$ cat config.mk
export PLATFORM = sky130hd
export DESIGN_NAME = top
export DESIGN_NICKNAME = d
export VERILOG_FILES = /design/src/hdl/spi_pkg.sv /design/src/hdl/spi_peripheral.sv /design/src/hdl/spi_subperipheral_selector.sv /design/src/hdl/spi_register_chip_id.sv /design/src/hdl/camera_peripheral.sv /design/src/hdl/camera_test_pattern.sv /design/src/hdl/top.sv
export SDC_FILE = /design/constraint.sdc
export NUM_CORES = 1
export LEC_CHECK = 0
export BUFFER_PORTS_ARGS = -buffer_cell sky130_fd_sc_hd__buf_2
export CAP_MARGIN = 5
export CORE_MARGIN = 10
export CORE_UTILIZATION = 39
export CTS_CLUSTER_SIZE = 14
export DETAILED_ROUTE_END_ITERATION = 8
export PLACE_DENSITY = 0.57
export SYNTH_ARGS = -nofsm -noshare
export SYNTH_HDL_FRONTEND = slang
export SYNTH_SLANG_ARGS = --single-unit
$ cat constraint.sdc
create_clock -name clock_18MHz_oscillator -period 6 [get_ports clock_18MHz_oscillator]
set_clock_uncertainty 0.2 [all_clocks]
set_input_delay 0.3 -clock clock_18MHz_oscillator [delete_from_list [all_inputs] [get_ports clock_18MHz_oscillator]]
set_output_delay 0.3 -clock clock_18MHz_oscillator [all_outputs]
set_load 0.005 [all_outputs]
$ cat src/hdl/spi_pkg.sv
// ~~~~~~~~~~~~~~~~~~~~~~~~~~~~~~~~~~~~~~~~~~~~~~~~~~
// SPI register subsystem shared definitions
// register map, register bus structs and defaults
// ~~~~~~~~~~~~~~~~~~~~~~~~~~~~~~~~~~~~~~~~~~~~~~~~~~

`default_nettype none

package spi_pkg;

    // register map
    localparam logic [7:0] ADDRESS_CHIP_ID    = 8'hDB;
    localparam logic [7:0] ADDRESS_CAPTURE    = 8'h20;
    localparam logic [7:0] ADDRESS_STATUS     = 8'h21;
    localparam logic [7:0] ADDRESS_IMAGE_READ = 8'h22;

    // top level defaults
    localparam logic [7:0] DEFAULT_CHIP_ID = 8'h81;
    localparam int DEFAULT_IMAGE_ADDRESS_BITS = 6;

    // from the SPI target toward the register groups
    typedef struct packed {
        logic [7:0] address;
        logic       address_valid;
        logic [7:0] copi_data;
        logic       copi_valid;
    } spi_register_bus_t;

    // byte offered back by a register group
    typedef struct packed {
        logic [7:0] data;
        logic       valid;
    } spi_reply_t;

endpackage

`default_nettype wire

$ cat src/hdl/spi_peripheral.sv
// ~~~~~~~~~~~~~~~~~~~~~~~~~~~~~~~~~~~~~~~~~~~~~~~~~~
// SPI mode-0 target
// first byte is the register address, later bytes
// are write strobes and clock out the reply bytes
// ~~~~~~~~~~~~~~~~~~~~~~~~~~~~~~~~~~~~~~~~~~~~~~~~~~

`timescale 1ns/10ps
`default_nettype none

module spi_peripheral (
    input  logic                       clock_18MHz_oscillator,
    input  logic                       rst_n,
    input  logic                       spi_select,
    input  logic                       spi_clock,
    input  logic                       spi_data_in,
    input  spi_pkg::spi_reply_t        reply,
    output logic                       spi_data_out,
    output spi_pkg::spi_register_bus_t bus
);

    logic [1:0] select_sync;
    logic [2:0] clock_sync;
    logic [1:0] data_sync;
    logic       selected;
    logic       clock_rise;
    logic       clock_fall;
    logic [2:0] bit_count;
    logic [6:0] rx_shift;
    logic [7:0] rx_byte;
    logic [7:0] tx_shift;

    // two flop synchronizers, third clock stage for edge detect
    always_ff @(posedge clock_18MHz_oscillator or negedge rst_n) begin
        if (!rst_n) begin
            select_sync <= 2'b11;
            clock_sync  <= 3'b000;
            data_sync   <= 2'b00;
        end else begin
            select_sync <= {select_sync[0], spi_select};
            clock_sync  <= {clock_sync[1:0], spi_clock};
            data_sync   <= {data_sync[0], spi_data_in};
        end
    end

    assign selected   = ~select_sync[1];
    assign clock_rise = clock_sync[1] & ~clock_sync[2];
    assign clock_fall = ~clock_sync[1] & clock_sync[2];
    assign rx_byte    = {rx_shift, data_sync[1]};

    // receive side
    always_ff @(posedge clock_18MHz_oscillator or negedge rst_n) begin
        if (!rst_n) begin
            bit_count <= 3'd0;
            rx_shift  <= 7'd0;
            bus       <= '0;
        end else begin
            bus.copi_valid <= 1'b0;
            if (!selected) begin
                bit_count         <= 3'd0;
                bus.address_valid <= 1'b0;
            end else if (clock_rise) begin
                rx_shift  <= rx_byte[6:0];
                bit_count <= bit_count + 3'd1;
                if (bit_count == 3'd7) begin
                    // first byte of the transaction is the address
                    if (!bus.address_valid) begin
                        bus.address       <= rx_byte;
                        bus.address_valid <= 1'b1;
                    end else begin
                        bus.copi_data  <= rx_byte;
                        bus.copi_valid <= 1'b1;
                    end
                end
            end
        end
    end

    // transmit side, MSB first, changes on falling SPI clock
    always_ff @(posedge clock_18MHz_oscillator or negedge rst_n) begin
        if (!rst_n) begin
            tx_shift <= 8'h00;
        end else if (!selected) begin
            tx_shift <= 8'h00;
        end else if (clock_fall) begin
            // byte boundary after the address phase
            if (bit_count == 3'd0 && bus.address_valid) begin
                tx_shift <= reply.valid ? reply.data : 8'h00;
            end else begin
                tx_shift <= {tx_shift[6:0], 1'b0};
            end
        end
    end

    assign spi_data_out = tx_shift[7];

endmodule

`default_nettype wire

$ cat src/hdl/spi_subperipheral_selector.sv
// ~~~~~~~~~~~~~~~~~~~~~~~~~~~~~~~~~~~~~~~~~~~~~~~~~~
// Register group selector
// address decode into enables, reply byte mux
// ~~~~~~~~~~~~~~~~~~~~~~~~~~~~~~~~~~~~~~~~~~~~~~~~~~

`timescale 1ns/10ps
`default_nettype none

module spi_subperipheral_selector (
    input  spi_pkg::spi_register_bus_t bus,
    input  spi_pkg::spi_reply_t        chip_id_reply,
    input  spi_pkg::spi_reply_t        camera_reply,
    output logic                       chip_id_enable,
    output logic                       camera_enable,
    output spi_pkg::spi_reply_t        reply
);

    import spi_pkg::*;

    logic chip_id_match;
    logic camera_match;

    // address groups
    assign chip_id_match = (bus.address == ADDRESS_CHIP_ID);
    assign camera_match  = bus.address inside {ADDRESS_CAPTURE,
                                               ADDRESS_STATUS,
                                               ADDRESS_IMAGE_READ};

    assign chip_id_enable = bus.address_valid & chip_id_match;
    assign camera_enable  = bus.address_valid & camera_match;

    // unmatched address gives an invalid reply
    always_comb begin
        if (chip_id_enable) begin
            reply = chip_id_reply;
        end else if (camera_enable) begin
            reply = camera_reply;
        end else begin
            reply = '0;
        end
    end

endmodule

`default_nettype wire

$ cat src/hdl/spi_register_chip_id.sv
// ~~~~~~~~~~~~~~~~~~~~~~~~~~~~~~~~~~~~~~~~~~~~~~~~~~
// Chip identifier register
// fixed read-only byte
// ~~~~~~~~~~~~~~~~~~~~~~~~~~~~~~~~~~~~~~~~~~~~~~~~~~

`timescale 1ns/10ps
`default_nettype none

module spi_register_chip_id #(
    parameter logic [7:0] CHIP_ID = spi_pkg::DEFAULT_CHIP_ID
) (
    input  logic                clock_18MHz_oscillator,
    input  logic                rst_n,
    input  logic                enable,
    output spi_pkg::spi_reply_t reply
);

    // valid trails enable by one clock
    always_ff @(posedge clock_18MHz_oscillator or negedge rst_n) begin
        if (!rst_n) begin
            reply <= '0;
        end else begin
            reply.valid <= enable;
            reply.data  <= enable ? CHIP_ID : 8'h00;
        end
    end

endmodule

`default_nettype wire

$ cat src/hdl/camera_peripheral.sv
// ~~~~~~~~~~~~~~~~~~~~~~~~~~~~~~~~~~~~~~~~~~~~~~~~~~
// Camera register group
// capture command, busy status and image read port
// with an auto-incrementing pointer
// ~~~~~~~~~~~~~~~~~~~~~~~~~~~~~~~~~~~~~~~~~~~~~~~~~~

`timescale 1ns/10ps
`default_nettype none

module camera_peripheral #(
    parameter int IMAGE_ADDRESS_BITS = spi_pkg::DEFAULT_IMAGE_ADDRESS_BITS
) (
    input  logic                          clock_18MHz_oscillator,
    input  logic                          rst_n,
    input  logic                          enable,
    input  spi_pkg::spi_register_bus_t    bus,
    input  logic                          capture_busy,
    input  logic [7:0]                    image_read_data,
    output spi_pkg::spi_reply_t           reply,
    output logic                          capture_start,
    output logic [IMAGE_ADDRESS_BITS-1:0] image_read_address
);

    import spi_pkg::*;

    logic capture_selected;
    logic status_selected;
    logic image_selected;
    logic capture_written;
    logic address_valid_d;
    logic reply_valid;

    assign capture_selected = enable && (bus.address == ADDRESS_CAPTURE);
    assign status_selected  = enable && (bus.address == ADDRESS_STATUS);
    assign image_selected   = enable && (bus.address == ADDRESS_IMAGE_READ);

    always_ff @(posedge clock_18MHz_oscillator or negedge rst_n) begin
        if (!rst_n) begin
            capture_written    <= 1'b0;
            capture_start      <= 1'b0;
            address_valid_d    <= 1'b0;
            reply_valid        <= 1'b0;
            image_read_address <= '0;
        end else begin
            address_valid_d <= bus.address_valid;
            reply_valid     <= status_selected | image_selected;
            capture_start   <= 1'b0;

            // one capture per transaction, dropped while busy
            if (!bus.address_valid) begin
                capture_written <= 1'b0;
            end else if (capture_selected && bus.copi_valid && !capture_written) begin
                capture_written <= 1'b1;
                capture_start   <= ~capture_busy;
            end

            // pointer restarts with every new address phase
            if (bus.address_valid && !address_valid_d) begin
                image_read_address <= '0;
            end else if (image_selected && bus.copi_valid) begin
                image_read_address <= image_read_address + 1'b1;
            end
        end
    end

    // RAM output is already registered
    always_comb begin
        reply.valid = reply_valid;
        if (status_selected) begin
            reply.data = {7'd0, capture_busy};
        end else if (image_selected) begin
            reply.data = image_read_data;
        end else begin
            reply.data = 8'h00;
        end
    end

endmodule

`default_nettype wire

$ cat src/hdl/camera_test_pattern.sv
// ~~~~~~~~~~~~~~~~~~~~~~~~~~~~~~~~~~~~~~~~~~~~~~~~~~
// Image buffer with test-pattern writer
// each capture fills the buffer with a ramp offset
// by the frame number
// ~~~~~~~~~~~~~~~~~~~~~~~~~~~~~~~~~~~~~~~~~~~~~~~~~~

`timescale 1ns/10ps
`default_nettype none

module camera_test_pattern #(
    parameter int IMAGE_ADDRESS_BITS = spi_pkg::DEFAULT_IMAGE_ADDRESS_BITS
) (
    input  logic                          clock_18MHz_oscillator,
    input  logic                          rst_n,
    input  logic                          capture_start,
    input  logic [IMAGE_ADDRESS_BITS-1:0] image_read_address,
    output logic                          capture_busy,
    output logic [7:0]                    image_read_data
);

    logic [7:0]                    image_ram [2**IMAGE_ADDRESS_BITS];
    logic [7:0]                    frame_counter;
    logic [IMAGE_ADDRESS_BITS-1:0] write_index;

    // writer control
    always_ff @(posedge clock_18MHz_oscillator or negedge rst_n) begin
        if (!rst_n) begin
            capture_busy  <= 1'b0;
            frame_counter <= 8'd0;
            write_index   <= '0;
        end else if (capture_busy) begin
            write_index <= write_index + 1'b1;
            if (&write_index) begin
                capture_busy <= 1'b0;
            end
        end else if (capture_start) begin
            capture_busy  <= 1'b1;
            frame_counter <= frame_counter + 8'd1;
            write_index   <= '0;
        end
    end

    // buffer, one write per clock and a registered read
    always_ff @(posedge clock_18MHz_oscillator) begin
        if (capture_busy) begin
            image_ram[write_index] <= 8'(write_index) + frame_counter;
        end
        image_read_data <= image_ram[image_read_address];
    end

endmodule

`default_nettype wire

$ cat src/hdl/top.sv
// ~~~~~~~~~~~~~~~~~~~~~~~~~~~~~~~~~~~~~~~~~~~~~~~~~~
// Camera FPGA register access top level
// SPI target, group selector and register groups
// ~~~~~~~~~~~~~~~~~~~~~~~~~~~~~~~~~~~~~~~~~~~~~~~~~~

`timescale 1ns/10ps
`default_nettype none

module top #(
    parameter logic [7:0] CHIP_ID            = spi_pkg::DEFAULT_CHIP_ID,
    parameter int         IMAGE_ADDRESS_BITS = spi_pkg::DEFAULT_IMAGE_ADDRESS_BITS
) (
    input  logic clock_18MHz_oscillator,
    input  logic rst_n,
    input  logic spi_select,
    input  logic spi_clock,
    input  logic spi_data_in,
    output logic spi_data_out
);

    import spi_pkg::*;

    spi_register_bus_t bus;
    spi_reply_t        reply;
    spi_reply_t        chip_id_reply;
    spi_reply_t        camera_reply;
    logic              chip_id_enable;
    logic              camera_enable;
    logic              capture_start;
    logic              capture_busy;
    logic [7:0]        image_read_data;

    logic [IMAGE_ADDRESS_BITS-1:0] image_read_address;

    spi_peripheral spi_peripheral (
        .clock_18MHz_oscillator(clock_18MHz_oscillator),
        .rst_n(rst_n),
        .spi_select(spi_select),
        .spi_clock(spi_clock),
        .spi_data_in(spi_data_in),
        .reply(reply),
        .spi_data_out(spi_data_out),
        .bus(bus)
    );

    spi_subperipheral_selector spi_subperipheral_selector (
        .bus(bus),
        .chip_id_reply(chip_id_reply),
        .camera_reply(camera_reply),
        .chip_id_enable(chip_id_enable),
        .camera_enable(camera_enable),
        .reply(reply)
    );

    spi_register_chip_id #(
        .CHIP_ID(CHIP_ID)
    ) spi_register_chip_id (
        .clock_18MHz_oscillator(clock_18MHz_oscillator),
        .rst_n(rst_n),
        .enable(chip_id_enable),
        .reply(chip_id_reply)
    );

    camera_peripheral #(
        .IMAGE_ADDRESS_BITS(IMAGE_ADDRESS_BITS)
    ) camera_peripheral (
        .clock_18MHz_oscillator(clock_18MHz_oscillator),
        .rst_n(rst_n),
        .enable(camera_enable),
        .bus(bus),
        .capture_busy(capture_busy),
        .image_read_data(image_read_data),
        .reply(camera_reply),
        .capture_start(capture_start),
        .image_read_address(image_read_address)
    );

    // stands in for the sensor path
    camera_test_pattern #(
        .IMAGE_ADDRESS_BITS(IMAGE_ADDRESS_BITS)
    ) camera_test_pattern (
        .clock_18MHz_oscillator(clock_18MHz_oscillator),
        .rst_n(rst_n),
        .capture_start(capture_start),
        .image_read_address(image_read_address),
        .capture_busy(capture_busy),
        .image_read_data(image_read_data)
    );

endmodule

`default_nettype wire

==> PnR_summary.wiki, run 1 <==
{| class="wikitable"
! Metric !! Value
|-
| Result of the run || complete, no violations
|-
| Fraction of post-synthesis cell area in the top cell type by area || 66.8%
|-
| Final setup violation count || 0
|-
| Number of hold buffers added after CTS || 4
|-
| Leakage power total || 6.92 nW
|-
| DRC violation total after the first TritonRoute iteration || 1,150
|-
| Sinks on the clock net || 581
|-
| Number of flops mapped to enable cells by yosys || 512
|-
| Share of flip-flops with an asynchronous set or reset || 10.5%
|-
| Initial core utilization || 39.7%
|-
| Resized Gates After CTS || 0
|-
| Endpoint of the lowest-slack register-to-register path || camera_test_pattern.image_ram[55][5]
|-
| Worst max-slew margin expressed relative to the limit || 12.8%
|-
| Synthesized area divided by synthesized cell count || 18.7 um^2
|-
| Worst R2R Start || camera_test_pattern.write_index[2]
|-
| Hold violation total from the final report || 0
|-
| Met3 layer usage reported by global route || 2.31%
|-
| Floorplan core area || 0.0580 mm^2
|-
| Peak per-stage delay on the critical path || 0.93 ns
|-
| Flip-flop cell with the highest count after synthesis || sky130_fd_sc_hd__edfxtp_1
|-
| Total of flip-flops plus latches after synthesis || 581
|-
| Power density normalized to cell area || 314 mW/mm^2
|-
| Post CTS Setup Buffer Count || 0
|-
| DP Area || 0.0238 mm^2
|-
| Critical path capture point type || register
|-
| Cell type contributing the most total cell area after synthesis || sky130_fd_sc_hd__edfxtp_1
|-
| Yosys synthesis warning count || 0
|-
| Max-cap check violation count || 0
|-
| Most frequent standard cell in the layout excluding fill and tap cells || sky130_fd_sc_hd__edfxtp_1
|-
| X dimension of the die || approximately 260 um
|-
| Most common cell type on the critical path || sky130_fd_sc_hd__a21oi_1
|-
| Count of unresolved DRC violations after routing || 0
|-
| Req. time, crit path || roughly 6.2 ns
|-
| Wire length of the first global-routing pass || approximately 81 mm
|-
| Shortest clock period the worst path allows after layout || around 3.7 ns
|-
| Max Fanout on Critical Path || 46
|-
| Number of library cell types mapped by synthesis || 60
|-
| Placed Instances || 1,954
|-
| Syn Std Cell Area || 0.0230 mm^2
|-
| Overall routing resource usage || 15.4%
|-
| Most used routing layer in global routing || met2
|-
| Crit-path slowest cell || sky130_fd_sc_hd__xnor2_2
|-
| Number of cell rows || 88
|-
| Estimated wirelength of the detail-placed design || 32.7 mm
|-
| Met1 track demand over resource || between 20 and 25%
|-
| Clk Tree Root Cell || sky130_fd_sc_hd__clkbuf_16
|-
| Slew of the pin with the lowest slew margin || 1.30 ns
|-
| Initial antenna violation count || 0
|-
| Portion of the post-synthesis area used by sequential elements || roughly three quarters
|-
| Gr ovfl total || 0
|-
| Clock-pin transition on the worst setup and hold timing paths || 0.06 ns
|-
| Worst EP arrival || 3.89 ns
|-
| Detailed-route via count || 11,497
|-
| Synth Net Count || 1,250
|-
| Fraction of final layout cells with drive strength greater than 1 || 19.2%
|-
| Vias in the first global route || about 12,000
|-
| Final-stage net count || 1,272
|-
| Total non-filler cell area in the finished layout || 0.0258 mm^2
|-
| Synthesized instance count || ~1,200
|-
| Layout-stage area growth over the synthesis result || 11.9%
|-
| Worst hold path type || input port to register
|-
| CTS H-Tree Depth || 2
|-
| Commonest cells after routing, fill and taps aside || sky130_fd_sc_hd__edfxtp_1 (512), sky130_fd_sc_hd__mux4_2 (101), sky130_fd_sc_hd__nor2_1 (90), sky130_fd_sc_hd__mux2i_1 (65), sky130_fd_sc_hd__clkbuf_16 (61)
|-
| Detailed-routing iteration count for the pre-antenna-repair pass || 5
|-
| Length in cells of the worst reg-to-reg path || 7
|-
| TritonCTS clock tree || yes
|-
| Flop-to-flop setup slack || roughly 2.3 ns
|-
| Insertion delay of the later-clocked pin in the worst-skew pair || 0.62 ns
|-
| Top-Level Pins || 6
|-
| Antenna-violating nets left || 0
|-
| Sum of negative setup slack || 0 ns
|-
| Highest clock frequency the design can meet || 0.268 GHz
|-
| Maximum number of pins on one net before global-route repair || 71
|-
| Final cell count without fillers || slightly above 2,000
|-
| Clock Path Buffers || 3
|-
| Detailed-route wire length || 53.9 mm
|-
| Critical Path End || camera_test_pattern.image_ram[55][5]
|-
| Ordered list of cells on the worst path || ha_1 -> a21oi_1 -> nand2b_1 -> a21oi_1 -> nor2_1 -> xnor2_2 -> buf_4
|-
| Post-route fraction of the period consumed by the critical path || ~62%
|-
| Met2 track utilization from global routing || between 20% and 30%
|-
| Final slew viol count || 0
|-
| Final weighted congestion of routability-driven global placement || 0.850
|-
| Y dimension of the die || roughly 260 um
|-
| Worst setup path start || camera_test_pattern.write_index[2]
|-
| Setup repair after global routing missed its margin || no
|-
| Startpoint class of the critical path || register
|-
| Maximum ir drop on the vdd rail || 0.260 mV
|-
| Cell types with the largest area share after synthesis || sky130_fd_sc_hd__edfxtp_1 (67%), sky130_fd_sc_hd__mux4_2 (9.9%), sky130_fd_sc_hd__dfrtp_1 (6.4%)
|-
| Vias per std cell || approximately 5.6
|-
| Avg WL per Cell || 26.1 um
|-
| TritonCTS Buffers || 59
|-
| Buffers added on ports || 5
|-
| Die footprint || 0.0691 mm^2
|-
| Worst Setup Path Type || register to register
|}
==> logic make-up (layout without fill, tap and decap cells) <==
logic type	after synthesis	count (layout)	synth area share, %
flops	581	581	74.1
simple gates	221	221	4.58
mux	193	193	14.0
compound gates	120	120	3.75
buf+inv	84	151	2.02
xor+xnor	20	20	0.761
fa+ha+maj	13	13	0.739
other cells	0	1	0
==> sequential cells by signal, summed over array words and instances (netlist names), 2 cells and up <==
register and flops:
camera_test_pattern.image_ram 512, camera_peripheral.image_read_address 6, camera_test_pattern.write_index 6, spi_peripheral.select_sync 2
spi_peripheral.data_sync 2, spi_peripheral.bus 10, camera_test_pattern.image_read_data 8, camera_test_pattern.frame_counter 8
spi_peripheral.clock_sync 3, spi_peripheral.rx_shift 7, spi_peripheral.tx_shift 8, spi_peripheral.bit_count 3
==> power breakdown <==
| group | internal, mW | switching (mW) |
|---|---|---|
| clock | 2.16 | 1.50 |
| sequential | 4.36 | 0.0149 |
| combinational | 0.0202 | 0.0178 |
| total | 6.55 | 1.54 |
==> per-stage QoR <==
| step | total power, mW | utilization [%] | setup slack [ns] | hold slack [ns] |
|---|---|---|---|---|
| floorplan | 4.48 | - | 1.57 | -0.196 |
| global placement | 4.50 | 41.1 | 2.38 | 0.136 |
| detailed placement | 4.50 | 41.1 | 2.28 | 0.136 |
| CTS | 8.15 | 44.4 | 2.27 | 0.0886 |
| global route | 8.31 | 44.4 | 2.00 | 0.106 |
| finish | 8.08 | 44.4 | 2.27 | 0.118 |
==> final cells by class <==
cell class	count	area (um^2)
Tap cell	765	957
Sequential cell	581	17100
Multi-Input combinational cell	567	5540
Timing Repair Buffer	28	233
Fill cell	4955	32300
Clock inverter	22	274
Inverter	17	63.8
Antenna cell	1	2.50
Clock buffer	84	1620
==> layer usage <==
metal  part of all wire, %  wire (um)
met2                    47      25600
met1                    44      23700
met3                   5.7       3080
met5                     0          0
met4                   2.9       1560
==> how the worst min path moves through the flow <==
| stage | slack (ns) | startpoint | depth (start not counted) | endpoint |
|---|---|---|---|---|
| final | 0.12 | spi_data_in | 2 | spi_peripheral.data_sync[0] |
| after global routing | 0.11 | spi_data_in | 2 | spi_peripheral.data_sync[0] |
| after CTS | 0.09 | spi_data_in | 2 | spi_peripheral.data_sync[0] |
| after detailed placement | 0.14 | spi_peripheral.data_sync[0] | 0 | spi_peripheral.data_sync[1] |
| after global placement | 0.14 | spi_peripheral.data_sync[0] | 0 | spi_peripheral.data_sync[1] |
| after floorplan | -0.20 | rst_n | 0 | camera_peripheral.address_valid_d |
==> synth_stat cells (4+ instances only) <==
cell and count:
sky130_fd_sc_hd__buf_6 10, sky130_fd_sc_hd__a32o_1 4, sky130_fd_sc_hd__nor3_1 11, sky130_fd_sc_hd__nor2_1 91, sky130_fd_sc_hd__a222oi_1 6, sky130_fd_sc_hd__o21ai_0 10
sky130_fd_sc_hd__mux2_2 27, sky130_fd_sc_hd__mux4_2 101, sky130_fd_sc_hd__a22oi_1 14, sky130_fd_sc_hd__buf_4 6, sky130_fd_sc_hd__inv_1 17, sky130_fd_sc_hd__nand3_1 16
sky130_fd_sc_hd__or2_2 4, sky130_fd_sc_hd__dfxtp_1 8, sky130_fd_sc_hd__and3_1 5, sky130_fd_sc_hd__xor2_1 7, sky130_fd_sc_hd__nor2b_1 14, sky130_fd_sc_hd__mux2i_1 65
sky130_fd_sc_hd__a31oi_1 5, sky130_fd_sc_hd__dfrtp_1 59, sky130_fd_sc_hd__clkbuf_1 30, sky130_fd_sc_hd__nand2b_1 10, sky130_fd_sc_hd__nand2_1 45, sky130_fd_sc_hd__buf_2 15
sky130_fd_sc_hd__ha_1 12, sky130_fd_sc_hd__buf_1 4, sky130_fd_sc_hd__nand4_1 6, sky130_fd_sc_hd__xnor2_1 13, sky130_fd_sc_hd__a2111oi_0 5, sky130_fd_sc_hd__edfxtp_1 512
sky130_fd_sc_hd__a21oi_1 18, sky130_fd_sc_hd__o221ai_1 4, sky130_fd_sc_hd__a211o_1 13, sky130_fd_sc_hd__o22ai_1 28
==> worst max-delay path: cells and delay by family (launching register included) <==
| kind | cells | cell delay, ns |
|---|---|---|
| flip-flops | 1 | 0.59 |
| buffers and inverters | 1 | 0.56 |
| XOR/XNOR | 1 | 0.93 |
| AO/OA/AOI/OAI | 2 | 0.38 |
| AND/OR/NAND/NOR | 2 | 0.28 |
| adder cells (fa/ha/maj) | 1 | 0.47 |
(Power assumes the default switching activity.)
==> run 2, diff against run 1 <==
Clock period 6 ns to 3.53 ns, I/O delays scaled along.
==> run 2 against run 1 <==
Effect of this change:
- design area up 3.0%
- clock-buffer cell count shrank 15
- highest routed layer is now met5
- largest power group unchanged
- sequential share of layout area is 1.9 points lower
- sequential cell count stayed put
- register-to-register slack worse by 1.8 ns
==> PnR_summary.wiki, run 2 (synthesis results as in run 1) <==
{| class="wikitable"
! Metric !! Value
|-
| Gr ovfl total || 0 (unchanged)
|-
| Final weighted congestion of routability-driven global placement || 0.822 (-3.4%)
|-
| # diodes || 0 (-1)
|-
| Result of the run || complete, no violations
|-
| Startpoint class of the critical path || register
|-
| Layout-stage area growth over the synthesis result || 15.3%
|-
| Post-layout worst setup margin || 0.426 ns (-1.84 ns)
|-
| Initial antenna violation count || 1 (+1)
|-
| Registers with the most flip-flops || camera_test_pattern.image_ram (512), spi_peripheral.bus (10)
|-
| Reg with most FFs || camera_test_pattern.image_ram
|-
| Max Fanout on Critical Path || 22 (-52%)
|-
| Detailed-routing iteration count for the pre-antenna-repair pass || 7 (+2)
|-
| Power density normalized to cell area || 522 mW/mm^2 (+66%)
|-
| Die footprint || 0.0691 mm^2 (unchanged)
|-
| Estimated wirelength of the detail-placed design || 34.5 mm (+5.6%)
|-
| Top-Level Pins || 6 (unchanged)
|-
| Slew of the pin with the lowest slew margin || 1.08 ns (-0.222 ns)
|-
| Resized Gates After CTS || 0 (unchanged)
|-
| Avg WL per Cell || 25.0 um (-4.3%)
|-
| Maximum number of pins on one net before global-route repair || 65 (-8.5%)
|-
| Clock Path Buffers || 3 (unchanged)
|-
| Worst EP arrival || 3.38 ns (-0.51 ns)
|-
| CTS H-Tree Depth || 2 (unchanged)
|-
| Number of flip-flops in the largest register || 512 (unchanged)
|-
| Detailed-route via count || 11,591 (+0.82%)
|-
| Number of cell rows || 88 (unchanged)
|-
| Maximum ir drop on the vdd rail || 0.402 mV (+55%)
|-
| Vias in the first global route || 11,688 (+0.78%)
|-
| Antenna-violating nets left || 0 (unchanged)
|-
| Flop-to-flop setup slack || 0.43 ns (-1.84 ns)
|-
| X dimension of the die || 263 um (unchanged)
|-
| Clk Tree Root Cell || sky130_fd_sc_hd__clkbuf_16
|-
| Detailed-route wire length || 53.6 mm (-0.51%)
|-
| Floorplan core area || 0.0580 mm^2 (unchanged)
|-
| Met1 track demand over resource || 20.5% (-1.0 points)
|-
| Max-cap check violation count || 0 (unchanged)
|-
| Worst hold path type || input port to asynchronous set/reset pin
|-
| Critical path capture point type || register
|-
| Wire length of the first global-routing pass || 79.3 mm (-1.8%)
|-
| Worst setup timing slack at the placement stage || 0.237 ns (-2.04 ns)
|-
| Post-layout util || 45.7% (+1.3 points)
|-
| Worst R2R Start || camera_peripheral.image_read_address[0]
|-
| Worst Setup Path Type || register to register
|-
| Initial core utilization || 39.7% (unchanged)
|-
| WHS || 0.0361 ns (-0.0818 ns)
|-
| Met3 layer usage reported by global route || 3.63% (+1.3 points)
|-
| Highest clock frequency the design can meet || 0.322 GHz (+20%)
|-
| Overall routing resource usage || 15.3% (-0.14 points)
|-
| Setup repair after global routing missed its margin || no
|-
| Buffers added on ports || 5 (unchanged)
|-
| Hold violation total from the final report || 0 (unchanged)
|-
| Clock-pin transition on the worst setup and hold timing paths || 0.06 ns (about the same)
|-
| Final-stage net count || 1,351 (+6.2%)
|-
| Insertion delay of the later-clocked pin in the worst-skew pair || 0.63 ns (about the same)
|-
| Req. time, crit path || 3.80 ns (-2.36 ns)
|-
| Shortest clock period the worst path allows after layout || 3.10 ns (-0.626 ns)
|-
| Endpoint of the lowest-slack register-to-register path || camera_test_pattern.image_read_data[2]
|-
| DRC violation total after the first TritonRoute iteration || 1,161 (+0.96%)
|-
| TritonCTS clock tree || yes
|-
| Leakage power total || 7.40 nW (+6.9%)
|-
| Post CTS Setup Buffer Count || 0 (unchanged)
|-
| Final slew viol count || 0 (unchanged)
|-
| Vias per std cell || 5.40 (-3.0%)
|-
| Number of hold buffers added after CTS || 7 (+3)
|-
| Fraction of final layout cells with drive strength greater than 1 || 24.4% (+5.2 points)
|-
| Power after layout || 13.9 mW (+71%)
|-
| Final cell count without fillers || 2,146 (+3.9%)
|-
| Count of unresolved DRC violations after routing || 0 (unchanged)
|-
| Post-route fraction of the period consumed by the critical path || 87.9% (+26 points)
|-
| Most used routing layer in global routing || met2
|-
| Met2 track utilization from global routing || 23.7% (-0.51 points)
|-
| Placed Instances || 2,030 (+3.9%)
|-
| Y dimension of the die || 263 um (unchanged)
|-
| Length in cells of the worst reg-to-reg path || 4 (-3)
|-
| Final setup violation count || 0 (unchanged)
|-
| Commonest cells after routing, fill and taps aside || sky130_fd_sc_hd__edfxtp_1 (512), sky130_fd_sc_hd__mux4_2 (101), sky130_fd_sc_hd__nor2_1 (90), sky130_fd_sc_hd__buf_4 (86), sky130_fd_sc_hd__mux2i_1 (65)
|-
| Most frequent standard cell in the layout excluding fill and tap cells || sky130_fd_sc_hd__edfxtp_1
|-
| TritonCTS Buffers || 58 (-1.7%)
|-
| Sinks on the clock net || 581 (unchanged)
|-
| Worst max-slew margin expressed relative to the limit || 26.0% (+13 points)
|}
run 2: cell types whose count changed in the layout (fill, tap and decap cells not counted), sizes merged, moves of 2 or more:
cell         delta
bufinv          +3
dlygate4sd3     +3
clkinvlp        +2
buf            +76
clkbuf         -14
clkinv         +12
run 2: final cells by class:
type / count / area, um^2
Tap cell: 765 / 957
Fill cell: 4908 / 31500
Clock buffer: 69 / 1510
Sequential cell: 581 / 17100
Multi-Input combinational cell: 567 / 5560
Timing Repair Buffer: 108 / 926
Inverter: 17 / 63.8
Clock inverter: 39 / 454
run 2: worst max-delay path by stage:
stage,to,start,slack (ns),cells past startpoint
after floorplan,camera_test_pattern.image_ram[0][2],camera_test_pattern.write_index[1],-0.39,4
after global placement,camera_test_pattern.image_read_data[3],camera_peripheral.image_read_address[0],0.27,6
after detailed placement,camera_test_pattern.image_read_data[3],camera_peripheral.image_read_address[0],0.24,6
after CTS,camera_test_pattern.image_read_data[3],camera_peripheral.image_read_address[0],0.22,6
after global routing,camera_test_pattern.image_read_data[2],camera_peripheral.image_read_address[0],0.23,6
final,camera_test_pattern.image_read_data[2],camera_peripheral.image_read_address[0],0.43,4
run 2: critical path, cell delays in order, from the launching register on:
cell,delay [ns]
sky130_fd_sc_hd__dfrtp_4,0.75
sky130_fd_sc_hd__buf_4,0.36
sky130_fd_sc_hd__mux4_2,0.55
sky130_fd_sc_hd__a2111oi_0,0.97
sky130_fd_sc_hd__nor3_1,0.10
run 2: routing by layer:
layer  vias up  wire length (um)
li1       5132                 -
met1      6036             23000
met2       326             25100
met3        95              3740
met4         2              1760
met5         -                10
run 2: power by group:
group / internal [mW] / switching (mW) / total [mW]
Combinational: 0.0370 / 0.0307 / 0.0677
Clock: 3.78 / 2.57 / 6.35
Sequential: 7.41 / 0.0257 / 7.44
Total: 11.2 / 2.63 / 13.9
run 2: per-stage QoR:
step	TNS, ns	cell area, um^2
2_1_floorplan	-25.10	23000
3_3_place_gp	0	24500
3_5_place_dp	0	24500
4_1_cts	0	26500
5_1_grt	0	26500
6_report	0	26500
